===== config.mk =====
export PLATFORM = sky130hd
export DESIGN_NAME = camera_pipeline
export DESIGN_NICKNAME = d
export VERILOG_FILES = /design/src/geometry_pkg.sv /design/src/pixel_pkg.sv /design/src/camera_pipeline.sv /design/src/color_metering.sv /design/src/debayer_binning.sv /design/src/bayer_crop.sv
export SDC_FILE = /design/constraint.sdc
export NUM_CORES = 1
export LEC_CHECK = 0
export BUFFER_PORTS_ARGS = -buffer_cell sky130_fd_sc_hd__clkbuf_2
export CORE_UTILIZATION = 30
export CTS_CLUSTER_SIZE = 25
export DETAILED_ROUTE_END_ITERATION = 8
export HOLD_SLACK_MARGIN = 0.02
export PLACE_DENSITY = 0.43
export SYNTH_ARGS = -nofsm -noshare
export SYNTH_HDL_FRONTEND = slang
export SYNTH_SLANG_ARGS = --single-unit

===== constraint.sdc =====
create_clock -name mipi_byte_clock -period 5.9 [get_ports mipi_byte_clock]
set_clock_uncertainty 0.05 [all_clocks]
set_input_delay 0.885 -clock mipi_byte_clock [delete_from_list [all_inputs] [get_ports mipi_byte_clock]]
set_output_delay 0.885 -clock mipi_byte_clock [all_outputs]
set_load 0.02 [all_outputs]

===== src/geometry_pkg.sv =====
`default_nettype none

package geometry_pkg;

    localparam int COORD_WIDTH = 11; // Enough for a 2047 pixel line

    typedef logic [COORD_WIDTH-1:0] coord_t; // Column or line position

    // Bayer row parity inside the cropped frame
    typedef enum logic {
        even_row = 1'b0, // R G row, stored in the line buffer
        odd_row  = 1'b1  // G B row, completes the quads
    } row_phase_t;

endpackage

`default_nettype wire


===== src/pixel_pkg.sv =====
`default_nettype none

package pixel_pkg;

    localparam int RAW_WIDTH      = 10; // Sensor sample width
    localparam int METERING_WIDTH = 8;  // Reported average width

    // One raw RGGB sample from the sensor bridge
    typedef logic [RAW_WIDTH-1:0] bayer_pixel_t;

    // One debayered colour channel, same range as raw
    typedef logic [RAW_WIDTH-1:0] channel_t;

    // Upper bits of a channel average
    typedef logic [METERING_WIDTH-1:0] metering_t;

endpackage

`default_nettype wire

===== src/camera_pipeline.sv =====
`timescale 1ns/10ps
`default_nettype none

module camera_pipeline #(
    parameter int CROP_X_START          = 10,
    parameter int CROP_Y_START          = 12,
    parameter int CROP_WIDTH            = 16, // Must be even
    parameter int CROP_HEIGHT           = 16, // Must be even
    parameter int CENTER_WINDOW_SIZE    = 4,
    parameter int CENTER_WINDOW_OFFSET  = 2,
    parameter int AVERAGE_WINDOW_SIZE   = 8,  // Whole debayered image
    parameter int AVERAGE_WINDOW_OFFSET = 0
) (
    input  logic                    mipi_byte_clock,
    input  logic                    mipi_byte_reset_n,
    input  logic                    frame_valid_i,
    input  logic                    line_valid_i,
    input  pixel_pkg::bayer_pixel_t bayer_data_i,
    output logic                    rgb_valid_o,
    output logic                    frame_valid_o,
    output pixel_pkg::channel_t     red_o,
    output pixel_pkg::channel_t     green_o,
    output pixel_pkg::channel_t     blue_o,
    output pixel_pkg::metering_t    center_red_o,
    output pixel_pkg::metering_t    center_green_o,
    output pixel_pkg::metering_t    center_blue_o,
    output logic                    center_ready_o,
    output pixel_pkg::metering_t    average_red_o,
    output pixel_pkg::metering_t    average_green_o,
    output pixel_pkg::metering_t    average_blue_o,
    output logic                    average_ready_o
);

    import pixel_pkg::*;

    localparam int IMAGE_WIDTH = CROP_WIDTH / 2; // One RGB pixel per quad

    logic         cropped_frame_valid;
    logic         cropped_line_valid;
    bayer_pixel_t cropped_data;

    bayer_crop #(
        .CROP_X_START (CROP_X_START),
        .CROP_Y_START (CROP_Y_START),
        .CROP_WIDTH   (CROP_WIDTH),
        .CROP_HEIGHT  (CROP_HEIGHT)
    ) pan_crop (
        .mipi_byte_clock   (mipi_byte_clock),
        .mipi_byte_reset_n (mipi_byte_reset_n),
        .frame_valid_i     (frame_valid_i),
        .line_valid_i      (line_valid_i),
        .bayer_data_i      (bayer_data_i),
        .frame_valid_o     (cropped_frame_valid),
        .line_valid_o      (cropped_line_valid),
        .bayer_data_o      (cropped_data)
    );

    debayer_binning #(
        .MAX_LINE_WIDTH (IMAGE_WIDTH)
    ) debayer (
        .mipi_byte_clock   (mipi_byte_clock),
        .mipi_byte_reset_n (mipi_byte_reset_n),
        .frame_valid_i     (cropped_frame_valid),
        .line_valid_i      (cropped_line_valid),
        .bayer_data_i      (cropped_data),
        .frame_valid_o     (frame_valid_o), // Debayered frame valid
        .rgb_valid_o       (rgb_valid_o),
        .red_o             (red_o),
        .green_o           (green_o),
        .blue_o            (blue_o)
    );

    color_metering #(
        .IMAGE_WIDTH   (IMAGE_WIDTH),
        .WINDOW_SIZE   (CENTER_WINDOW_SIZE),
        .WINDOW_OFFSET (CENTER_WINDOW_OFFSET)
    ) center_metering (
        .mipi_byte_clock   (mipi_byte_clock),
        .mipi_byte_reset_n (mipi_byte_reset_n),
        .frame_valid_i     (frame_valid_o),
        .rgb_valid_i       (rgb_valid_o),
        .red_i             (red_o),
        .green_i           (green_o),
        .blue_i            (blue_o),
        .red_o             (center_red_o),
        .green_o           (center_green_o),
        .blue_o            (center_blue_o),
        .metering_ready_o  (center_ready_o)
    );

    color_metering #(
        .IMAGE_WIDTH   (IMAGE_WIDTH),
        .WINDOW_SIZE   (AVERAGE_WINDOW_SIZE),
        .WINDOW_OFFSET (AVERAGE_WINDOW_OFFSET)
    ) average_metering (
        .mipi_byte_clock   (mipi_byte_clock),
        .mipi_byte_reset_n (mipi_byte_reset_n),
        .frame_valid_i     (frame_valid_o),
        .rgb_valid_i       (rgb_valid_o),
        .red_i             (red_o),
        .green_i           (green_o),
        .blue_i            (blue_o),
        .red_o             (average_red_o),
        .green_o           (average_green_o),
        .blue_o            (average_blue_o),
        .metering_ready_o  (average_ready_o)
    );

endmodule

`default_nettype wire


===== src/color_metering.sv =====
`timescale 1ns/10ps
`default_nettype none

module color_metering #(
    parameter int IMAGE_WIDTH   = 8,
    parameter int WINDOW_SIZE   = 4,
    parameter int WINDOW_OFFSET = 2
) (
    input  logic                 mipi_byte_clock,
    input  logic                 mipi_byte_reset_n,
    input  logic                 frame_valid_i,
    input  logic                 rgb_valid_i,
    input  pixel_pkg::channel_t  red_i,
    input  pixel_pkg::channel_t  green_i,
    input  pixel_pkg::channel_t  blue_i,
    output pixel_pkg::metering_t red_o,
    output pixel_pkg::metering_t green_o,
    output pixel_pkg::metering_t blue_o,
    output logic                 metering_ready_o
);

    import pixel_pkg::*;
    import geometry_pkg::*;

    localparam int     SHIFT        = 2 * $clog2(WINDOW_SIZE); // Divide by pixel count
    localparam int     ACC_WIDTH    = RAW_WIDTH + SHIFT;
    localparam coord_t WINDOW_FIRST = coord_t'(WINDOW_OFFSET);
    localparam coord_t WINDOW_END   = coord_t'(WINDOW_OFFSET + WINDOW_SIZE);
    localparam coord_t LAST_COLUMN  = coord_t'(IMAGE_WIDTH - 1);

    coord_t               column_count;
    coord_t               row_count;
    logic                 frame_valid_q;
    logic                 frame_start;
    logic                 frame_end;
    logic                 in_window;
    logic [ACC_WIDTH-1:0] red_sum;
    logic [ACC_WIDTH-1:0] green_sum;
    logic [ACC_WIDTH-1:0] blue_sum;

    assign frame_start = frame_valid_i & ~frame_valid_q;
    assign frame_end   = ~frame_valid_i & frame_valid_q;
    assign in_window   = (column_count >= WINDOW_FIRST) && (column_count < WINDOW_END) &&
                         (row_count >= WINDOW_FIRST) && (row_count < WINDOW_END);

    always_ff @(posedge mipi_byte_clock or negedge mipi_byte_reset_n) begin
        if (!mipi_byte_reset_n) begin
            frame_valid_q <= 1'b0;
            column_count  <= '0;
            row_count     <= '0;
            red_sum       <= '0;
            green_sum     <= '0;
            blue_sum      <= '0;
        end else begin
            frame_valid_q <= frame_valid_i;
            if (frame_start) begin // Fresh sums for every frame
                column_count <= '0;
                row_count    <= '0;
                red_sum      <= '0;
                green_sum    <= '0;
                blue_sum     <= '0;
            end else if (rgb_valid_i) begin
                if (column_count == LAST_COLUMN) begin
                    column_count <= '0;
                    row_count    <= coord_t'(row_count + 1'b1);
                end else begin
                    column_count <= coord_t'(column_count + 1'b1);
                end
                if (in_window) begin
                    red_sum   <= red_sum + ACC_WIDTH'(red_i);
                    green_sum <= green_sum + ACC_WIDTH'(green_i);
                    blue_sum  <= blue_sum + ACC_WIDTH'(blue_i);
                end
            end
        end
    end

    // Average is sum[ACC_WIDTH-1:SHIFT], report its top bits
    always_ff @(posedge mipi_byte_clock or negedge mipi_byte_reset_n) begin
        if (!mipi_byte_reset_n) begin
            red_o            <= '0;
            green_o          <= '0;
            blue_o           <= '0;
            metering_ready_o <= 1'b0;
        end else begin
            metering_ready_o <= frame_end;
            if (frame_end) begin
                red_o   <= red_sum[ACC_WIDTH-1 -: METERING_WIDTH];
                green_o <= green_sum[ACC_WIDTH-1 -: METERING_WIDTH];
                blue_o  <= blue_sum[ACC_WIDTH-1 -: METERING_WIDTH];
            end
        end
    end

endmodule

`default_nettype wire


===== src/debayer_binning.sv =====
`timescale 1ns/10ps
`default_nettype none

module debayer_binning #(
    parameter int MAX_LINE_WIDTH = 8 // Quads per cropped line
) (
    input  logic                    mipi_byte_clock,
    input  logic                    mipi_byte_reset_n,
    input  logic                    frame_valid_i,
    input  logic                    line_valid_i,
    input  pixel_pkg::bayer_pixel_t bayer_data_i,
    output logic                    frame_valid_o,
    output logic                    rgb_valid_o,
    output pixel_pkg::channel_t     red_o,
    output pixel_pkg::channel_t     green_o,
    output pixel_pkg::channel_t     blue_o
);

    import pixel_pkg::*;
    import geometry_pkg::*;

    localparam int ADDR_WIDTH = (MAX_LINE_WIDTH > 1) ? $clog2(MAX_LINE_WIDTH) : 1;

    bayer_pixel_t          red_buffer [MAX_LINE_WIDTH];   // Even row, even columns
    bayer_pixel_t          green_buffer [MAX_LINE_WIDTH]; // Even row, odd columns
    row_phase_t            row_phase;
    coord_t                column_count;
    logic [ADDR_WIDTH-1:0] quad_index;
    bayer_pixel_t          previous_sample;               // Bottom left green of the quad
    logic                  frame_valid_q;
    logic                  line_valid_q;
    logic                  frame_start;
    logic                  line_end;
    logic                  odd_column;
    logic                  quad_done;
    logic [RAW_WIDTH:0]    green_sum;

    assign frame_start = frame_valid_i & ~frame_valid_q;
    assign line_end    = line_valid_q & ~line_valid_i;
    assign quad_index  = column_count[ADDR_WIDTH:1];
    assign odd_column  = column_count[0];
    assign quad_done   = line_valid_i & (row_phase == odd_row) & odd_column;
    assign green_sum   = {1'b0, green_buffer[quad_index]} + {1'b0, previous_sample};

    // Half-line buffers
    always_ff @(posedge mipi_byte_clock) begin
        if (line_valid_i && row_phase == even_row) begin
            if (odd_column) begin
                green_buffer[quad_index] <= bayer_data_i;
            end else begin
                red_buffer[quad_index] <= bayer_data_i;
            end
        end
    end

    always_ff @(posedge mipi_byte_clock or negedge mipi_byte_reset_n) begin
        if (!mipi_byte_reset_n) begin
            frame_valid_q   <= 1'b0;
            line_valid_q    <= 1'b0;
            row_phase       <= even_row;
            column_count    <= '0;
            previous_sample <= '0;
        end else begin
            frame_valid_q <= frame_valid_i;
            line_valid_q  <= line_valid_i;

            if (frame_start) begin
                row_phase <= even_row;
            end else if (line_end) begin
                case (row_phase)
                    even_row: row_phase <= odd_row;
                    odd_row:  row_phase <= even_row;
                    default:  row_phase <= even_row;
                endcase
            end

            if (line_end) begin
                column_count <= '0;
            end else if (line_valid_i) begin
                column_count <= coord_t'(column_count + 1'b1);
            end

            if (line_valid_i && row_phase == odd_row) begin
                previous_sample <= bayer_data_i;
            end
        end
    end

    always_ff @(posedge mipi_byte_clock or negedge mipi_byte_reset_n) begin
        if (!mipi_byte_reset_n) begin
            frame_valid_o <= 1'b0;
            rgb_valid_o   <= 1'b0;
            red_o         <= '0;
            green_o       <= '0;
            blue_o        <= '0;
        end else begin
            frame_valid_o <= frame_valid_i;
            rgb_valid_o   <= quad_done;
            if (quad_done) begin
                red_o   <= red_buffer[quad_index];
                green_o <= green_sum[RAW_WIDTH:1]; // Mean of both greens, truncated
                blue_o  <= bayer_data_i;
            end
        end
    end

endmodule

`default_nettype wire


===== src/bayer_crop.sv =====
`timescale 1ns/10ps
`default_nettype none

module bayer_crop #(
    parameter int CROP_X_START = 10,
    parameter int CROP_Y_START = 12,
    parameter int CROP_WIDTH   = 16,
    parameter int CROP_HEIGHT  = 16
) (
    input  logic                    mipi_byte_clock,
    input  logic                    mipi_byte_reset_n,
    input  logic                    frame_valid_i,
    input  logic                    line_valid_i,
    input  pixel_pkg::bayer_pixel_t bayer_data_i,
    output logic                    frame_valid_o,
    output logic                    line_valid_o,
    output pixel_pkg::bayer_pixel_t bayer_data_o
);

    import geometry_pkg::*;

    localparam coord_t X_FIRST = coord_t'(CROP_X_START);
    localparam coord_t X_END   = coord_t'(CROP_X_START + CROP_WIDTH);  // One past last column
    localparam coord_t Y_FIRST = coord_t'(CROP_Y_START);
    localparam coord_t Y_END   = coord_t'(CROP_Y_START + CROP_HEIGHT); // One past last line

    coord_t column_count;
    coord_t line_count;
    coord_t line_now;
    logic   frame_valid_q;
    logic   line_valid_q;
    logic   frame_start;
    logic   line_end;
    logic   in_window;

    assign frame_start = frame_valid_i & ~frame_valid_q;
    assign line_end    = line_valid_q & ~line_valid_i;
    assign line_now    = frame_start ? '0 : line_count; // First line may start with the frame

    assign in_window = (column_count >= X_FIRST) && (column_count < X_END) &&
                       (line_now >= Y_FIRST) && (line_now < Y_END);

    always_ff @(posedge mipi_byte_clock or negedge mipi_byte_reset_n) begin
        if (!mipi_byte_reset_n) begin
            frame_valid_q <= 1'b0;
            line_valid_q  <= 1'b0;
            column_count  <= '0;
            line_count    <= '0;
            frame_valid_o <= 1'b0;
            line_valid_o  <= 1'b0;
            bayer_data_o  <= '0;
        end else begin
            frame_valid_q <= frame_valid_i;
            line_valid_q  <= line_valid_i;

            if (line_end) begin
                column_count <= '0;
            end else if (line_valid_i) begin
                column_count <= coord_t'(column_count + 1'b1);
            end

            if (frame_start) begin
                line_count <= '0;
            end else if (line_end) begin
                line_count <= coord_t'(line_count + 1'b1);
            end

            frame_valid_o <= frame_valid_i;
            line_valid_o  <= line_valid_i & frame_valid_i & in_window; // Only pan window pixels
            bayer_data_o  <= bayer_data_i;
        end
    end

endmodule

`default_nettype wire


==> results.md, run 1 <==
- 1st-iter DRT viols: between 900 and 1000
- Post-synth cell types: 64
- Largest net degree at the start of global routing: 96
- RSZ-0062 raised after global routing: false
- Fraction of registers with async set/reset: 62.5%
- Setup TNS: 0 ps
- Initial Util: between 30% and 40%
- Placed inst area: ~21000 um^2
- Die Area: a little under 70000 um^2
- Crit end category: flop
- Post-Route WL: approximately 50000 um
- Vias in the first global route: 13400
- EDFF count, synth: 160
- Worst-margin pin slew: 1230 ps
- CP Class: reg -> reg
- Synth top area cells: dfrtp_1 (34%), edfxtp_1 (24%), ha_1 (4.8%)
- Synthesized flop and latch total: roughly 430
- Post-synth top flop: dfrtp_1
- Endpoints failing setup: 0
- CTS resizes: 0
- Routed vias/inst: between 4 and 5
- Max Fanout on Critical Path: 33
- Clk buf depth: 3
- Cell with the most instances after synthesis: dfrtp_1
- Gate power share: around 1.6%
- Slew Viols, Final: 0
- DR pass1 iterations: 6
- Via count: between 10000 and 15000
- Static Leak: roughly 10 nW
- Post-layout util: 35.3%
- Cell area after synthesis: about 20000 um^2
- Antenna Cells: 0
- Core box area: around 66000 um^2
- Placed Instances: 2608
- Switching share of total power: a little over a fifth
- Post-synthesis sequential area ratio: between 50% and 60%
- Routed len/inst: ~19 um
- CTS Buf Count: 52
- Share of the synthesized area in the top cell type: between 30% and 40%
- Psw: roughly 0.0014 W
- Initial antenna violation count: 0
- Fillers: 6451
- H-Tree Depth: 2
- Clock sinks: between 400 and 500
- Post-layout instance area: ~23000 um^2
- Routability congestion estimate: just under 0.8
- Residual DRC: 0
- Post-Synthesis Cells: approximately 1700
- Hold WC Path Type: in -> async
- IR drop worst, VDD: approximately 0.00017 V
- Die Span Y: about 260 um
- Total congestion overflow: 0
- Fmax: 269 MHz
- Worst EP arrival: around 4100 ps
- Post-CTS setup buffer count: 0
- CTS tree: built
- Design internal power: 0.00515 W
- Synth area leader: dfrtp_1
- Outcome: completed
- Clk_lat worst skew: 600 ps
- PortBufs: 95
- Number of nets in the layout: around 1900
- Sequential Power Share: around 48%
- CTS Root Cell: clkbuf_16
- Slew HR: approximately 18%
- Hold Buf Count CTS: 0
- Worst path required time: ~6300 ps
- Post-DRT Antenna Nets: 0
- Die Wd: around 260 um
- Area Growth Syn to Fin: 16.4%
- Startpoint types: flop
- Post-route insts no fill: 2704
- PwrDens: 282 nW/um^2
- Mapped Avg Cell Area: between 10 and 15 um^2
- First-pass GRT wire length: ~80000 um
- Power share of the clock group: a little over 50%
- Final hold violation count: 0
- CTS clock-pin slew for the worst setup and hold paths: approximately 60 ps
- Post-DP HPWL: 33400 um
- Tmin final: between 3000 and 4000 ps
- Cell depth of the worst flop-to-flop path: 12
- Final period util: 63.0%
- Row count: 94
- Syn Nets: approximately 1800
- Max Cap Viol: 0
- Post-synth top cells: dfrtp_1 (267), nand2_1 (192), edfxtp_1 (160)
- All-Layer GR Usage: 15.2%
- I/O Pins: 96
- Share of layout cells above drive strength 1: approximately 17%
- Yosys warning count: 0
## metrics by stage
stage / setup WS (ps) / hold slack (ps) / power, W
5_1_grt: 2000 / 302 / 0.00679
3_3_place_gp: 2310 / 361 / 0.00330
3_5_place_dp: 2210 / 359 / 0.00330
6_report: 2180 / 253 / 0.00655
4_1_cts: 2200 / 282 / 0.00666
2_1_floorplan: 2120 / 325 / 0.00322
## flip-flops by register name (all words and copies together), names as in the netlist, 14 cells and up
register	count
average_metering.blue_sum	16
average_metering.green_sum	16
average_metering.red_sum	16
center_metering.blue_sum	14
center_metering.green_sum	14
center_metering.red_sum	14
debayer.green_buffer	80
debayer.red_buffer	80
## layer usage
| layer | global-route usage (%) | routed length, um |
|---|---|---|
| met5 | 0 | 0 |
| met4 | 3.50 | 819 |
| met3 | 2.71 | 1950 |
| met2 | 24.0 | 22900 |
| met1 | 21.5 | 24500 |
## critical path, stage by stage (launching register included)
cell and delay [ps]:
dfrtp_2 800, buf_4 480, mux4_2 380, nand2_1 70, and2_1 200, fa_1 230, nor2b_1 50, o21ai_0 210
a21boi_0 190, o31ai_1 420, nand2_1 110, a211oi_1 260, o31ai_1 90
## path summary, 6_finish.rpt
check / startpoint / to / slack [ps]
min: mipi_byte_reset_n / center_metering.red_sum[13] / 250
max in group asynchronous: mipi_byte_reset_n / pan_crop.column_count[1] / 4220
min in group mipi_byte_clock: bayer_data_i[3] / pan_crop.bayer_data_o[3] / 340
max reg2reg: debayer.column_count[3] / debayer.green_o[7] / 2180
max: debayer.column_count[3] / debayer.green_o[7] / 2180
min reg2reg: pan_crop.frame_valid_o / debayer.frame_valid_q / 370
## logic make-up after synthesis
group / share of synthesized area [%]
multiplexers: 7.47
AND/OR/NAND/NOR: 13.0
buffers and inverters: 2.07
AO/OA/AOI/OAI: 10.3
flip-flops: 57.6
XOR/XNOR: 4.13
adder cells (fa/ha/maj): 5.47
## final cells by class
type / instances / area (um^2) / area share, %
inverter: 41 / 154 / 0.663
multi-input combinational: 1163 / 8070 / 34.8
tap: 864 / 1080 / 4.66
sequential: 427 / 11500 / 49.5
timing repair buffer: 113 / 633 / 2.73
clock buffer: 70 / 1490 / 6.43
clock inverter: 26 / 295 / 1.27
## layout by cell type (no fill, tap or decap), types with 9 or more instances in the layout
cell,Yosys,layout
mux2i_1,24,24
a21oi_1,84,84
nor4_1,11,11
a211oi_1,16,16
nor2b_1,20,20
mux2_2,65,65
clkbuf_2,0,94
a21o_1,13,13
inv_1,41,41
xnor2_1,43,43
nor3_1,19,18
xor2_1,51,51
clkbuf_16,0,54
mux4_2,23,23
edfxtp_1,160,160
nand2b_1,13,13
buf_4,1,17
nand3_1,43,42
clkinv_2,0,10
o31ai_1,15,15
a31oi_1,9,9
nand4_1,28,28
or4_1,9,9
or3_1,26,26
nand2_1,192,191
and3_1,26,26
dfrtp_1,267,265
nor2_1,136,134
a22o_1,26,26
ha_1,76,76
o21ai_0,96,96
## power by group through the flow
stage                     clock network, W  registers, W  logic (W)
final                              0.00331       0.00313   0.000106
after global routing               0.00354       0.00313   0.000123
after CTS                          0.00342       0.00313   0.000113
after detailed placement                 0       0.00319   0.000113
after global placement                   0       0.00319   0.000112
after floorplan                          0       0.00317  0.0000453
(Power assumes the default switching activity.)
==> run 2: changes to the inputs <==
==> constraint.sdc (replaced) <==
create_clock -name mipi_byte_clock -period 3.6 [get_ports mipi_byte_clock]
set_clock_uncertainty 0.05 [all_clocks]
set_input_delay 0.54 -clock mipi_byte_clock [delete_from_list [all_inputs] [get_ports mipi_byte_clock]]
set_output_delay 0.54 -clock mipi_byte_clock [all_outputs]
set_load 0.02 [all_outputs]
==> run 2 against run 1 <==
  * Global-route usage up 0.097 points
  * Final cell count grew 1.4%
  * Sequential power grew 64%
  * Setup slack got worse by 1800 ps
  * Maximum frequency is 15% higher
  * Register-to-register slack worse by 1800 ps
  * Total power rose by 67%
  * Largest cell class unchanged
  * Wire length rose by 1.3%
  * Clock power up 69%
  * Critical endpoint unchanged
  * Core utilization rose by 0.60 points
  * Worst hold slack got worse by 180 ps
  * Sequential share of layout area shrank 0.83 points
==> results.md, run 2 (same netlist as run 1, synthesis figures left out) <==
- Outcome: completed (unchanged)
- Total congestion overflow: 0 (unchanged)
- Worst path slowest cell: dfrtp_2 (unchanged)
- CTS Root Cell: clkbuf_16 (unchanged)
- Post-DRT Antenna Nets: 0 (unchanged)
- Met1 Usage GRT: 21.4% (was 21.5%)
- Core box area: 65700 um^2 (unchanged)
- Worst-margin pin slew: 1050 ps (was 1230 ps)
- Most common cell after layout, fill and taps aside: dfrtp_1 (unchanged)
- PortBufs: 95 (unchanged)
- Vias in the first global route: 13600 (was 13400)
- Worst reg2reg setup slack: 380 ps (was 2180 ps)
- PwrDens: 462 nW/um^2 (was 282 nW/um^2)
- Worst Setup SP: debayer.column_count[1] (was debayer.column_count[3])
- Max Fanout on Critical Path: 15 (was 33)
- Antenna Cells: 0 (unchanged)
- CTS tree: built (unchanged)
- Number of nets in the layout: 1932 (was 1895)
- Fmax: 310 MHz (was 269 MHz)
- Crit end category: flop (unchanged)
- First-pass GRT wire length: 80200 um (was 80100 um)
- Setup TNS: 0 ps (unchanged)
- Die Area: 67500 um^2 (unchanged)
- Global-route met3 utilization: 2.17% (was 2.71%)
- Worst path required time: 4010 ps (was 6320 ps)
- Critical Path, Cell by Cell: mux4_2, nand2_1, nand2_1, ha_1, nor2b_1, o21ai_0, a21boi_0, o31ai_1, nand2_1, a211oi_1, o31ai_1 (was buf_4, mux4_2, nand2_1, and2_1, fa_1, nor2b_1, o21ai_0, a21boi_0, o31ai_1, nand2_1, a211oi_1, o31ai_1)
- Startpoint types: flop (unchanged)
- GR Layer Usage met2: 24.4% (was 24.0%)
- Crit-path max cell delay: 620 ps (was 800 ps)
- Post-Route WL: 50800 um (was 50200 um)
- Post-CTS setup buffer count: 0 (unchanged)
- Max Cap Viol: 0 (unchanged)
- Clk buf depth: 3 (unchanged)
- Routed len/inst: 18.6 um (about the same)
- Family with the most delay on the worst path: compound AO/OA/AOI/OAI gates (unchanged)
- Hold WC Path Type: in -> reg (was in -> async)
- Slew HR: 29.9% (was 17.7%)
- Cell depth of the worst flop-to-flop path: 11 (was 12)
- Buf/Inv on CP: 0 (was 1)
- Hold WS: 68.7 ps (was 253 ps)
- Crit. path cell count: 11 (was 12)
- Endpoints failing setup: 0 (unchanged)
- Post-DP HPWL: 34600 um (was 33400 um)
- CP Class: reg -> reg (unchanged)
- Via count: 13400 (was 13300)
- RSZ-0062 raised after global routing: false (unchanged)
- Reg2reg end: debayer.green_o[7] (unchanged)
- Total chip power: 0.0109 W (was 0.00655 W)
- Static Leak: 10.2 nW (was 9.99 nW)
- Largest regs: debayer.green_buffer (80), debayer.red_buffer (80) (unchanged)
- CP Capture Point: debayer.green_o[7] (unchanged)
- Residual DRC: 0 (unchanged)
- Clock sinks: 427 (unchanged)
- Initial Util: 30.3% (unchanged)
- Reg-to-reg startpoint: debayer.column_count[1] (was debayer.column_count[3])
- Die Wd: 260 um (unchanged)
- Final period util: 89.5% (was 63.0%)
- Top Usage Layer GRT: met2 (unchanged)
- 1st-iter DRT viols: 790 (was 913)
- Slew Viols, Final: 0 (unchanged)
- I/O Pins: 96 (unchanged)
- Die Span Y: 260 um (unchanged)
- Routed vias/inst: 4.90 (was 4.92)
- Share of layout cells above drive strength 1: 18.1% (was 16.8%)
- H-Tree Depth: 2 (unchanged)
- Routability congestion estimate: 0.800 (was 0.778)
- Initial antenna violation count: 0 (unchanged)
- Final hold violation count: 0 (unchanged)
- Clk_lat worst skew: 590 ps (was 600 ps)
- DR pass1 iterations: 5 (was 6)
- Top cell by count, worst path: nand2_1
- Area Growth Syn to Fin: 18.4% (was 16.4%)
- Most frequent cells in the layout: dfrtp_1 (265), nand2_1 (191), edfxtp_1 (160), nor2_1 (134), o21ai_0 (96) (unchanged)
- Largest net degree at the start of global routing: 65 (was 96)
- Row count: 94 (unchanged)
- CTS clock-pin slew for the worst setup and hold paths: 60 ps (about the same)
- IR drop worst, VDD: 0.000298 V (was 0.000168 V)
- Tmin final: 3220 ps (was 3720 ps)
- Worst EP arrival: 3630 ps (was 4130 ps)
- All-Layer GR Usage: 15.3% (was 15.2%)
- CTS Buf Count: 50 (was 52)
- Post-layout util: 35.9% (was 35.3%)
-- run 2: cell count changes in the layout (fill, tap and decap cells not counted), moves of 3 or more --
cell	delta
buf_12	+3
buf_4	+26
bufinv_16	+5
clkbuf_16	-4
clkinv_1	-4
dlygate4sd3_1	+10
inv_6	+3
-- run 2: worst min-delay path by stage --
stage                                       endpoint                    from  cells after the start
after global routing        pan_crop.bayer_data_o[6]         bayer_data_i[6]                      1
final                         pan_crop.frame_valid_o           frame_valid_i                      1
after global placement         debayer.frame_valid_q  pan_crop.frame_valid_o                      0
after detailed placement       debayer.frame_valid_q  pan_crop.frame_valid_o                      0
after CTS                     pan_crop.frame_valid_o           frame_valid_i                      1
after floorplan           average_metering.blue_o[0]       mipi_byte_reset_n                      0
-- run 2: layout make-up --
cell class              count  area (um^2)
clock buffers              66         1380
clock inverters            28          444
fillers                  6466        42100
inverters                  41          154
multi-input cells        1163         8070
flip-flops and latches    427        11500
well taps                 864         1080
repair buffers            152          988
-- run 2: per-stage QoR --
stage / instance area, um^2 / setup slack, ps / std cells
2_1_floorplan: 19900 / 164 / 1696
3_3_place_gp: 21700 / 406 / 2637
3_5_place_dp: 21700 / 356 / 2637
4_1_cts: 23600 / 359 / 2741
5_1_grt: 23600 / 111 / 2741
6_report: 23600 / 378 / 2741
-- run 2: power breakdown --
part	switching, W	internal, W	leakage [nW]
Sequential	0.0000563	0.00507	5.13
Combinational	0.000142	0.0000557	4.19
Clock	0.00209	0.00350	0.890
Total	0.00229	0.00862	10.2
-- run 2: layer usage --
metal  routed length (um)  vias up
met3                 1760       66
met2                23500      198
met1                24500     6689
li1                     -     6488
met4                 1040        0
met5                    0        -
-- run 2: repair_timing --
item                      in CTS  in global routing
resized for setup              0                  0
hold buffers                  10                  0
hold endpoints to repair      68                  0
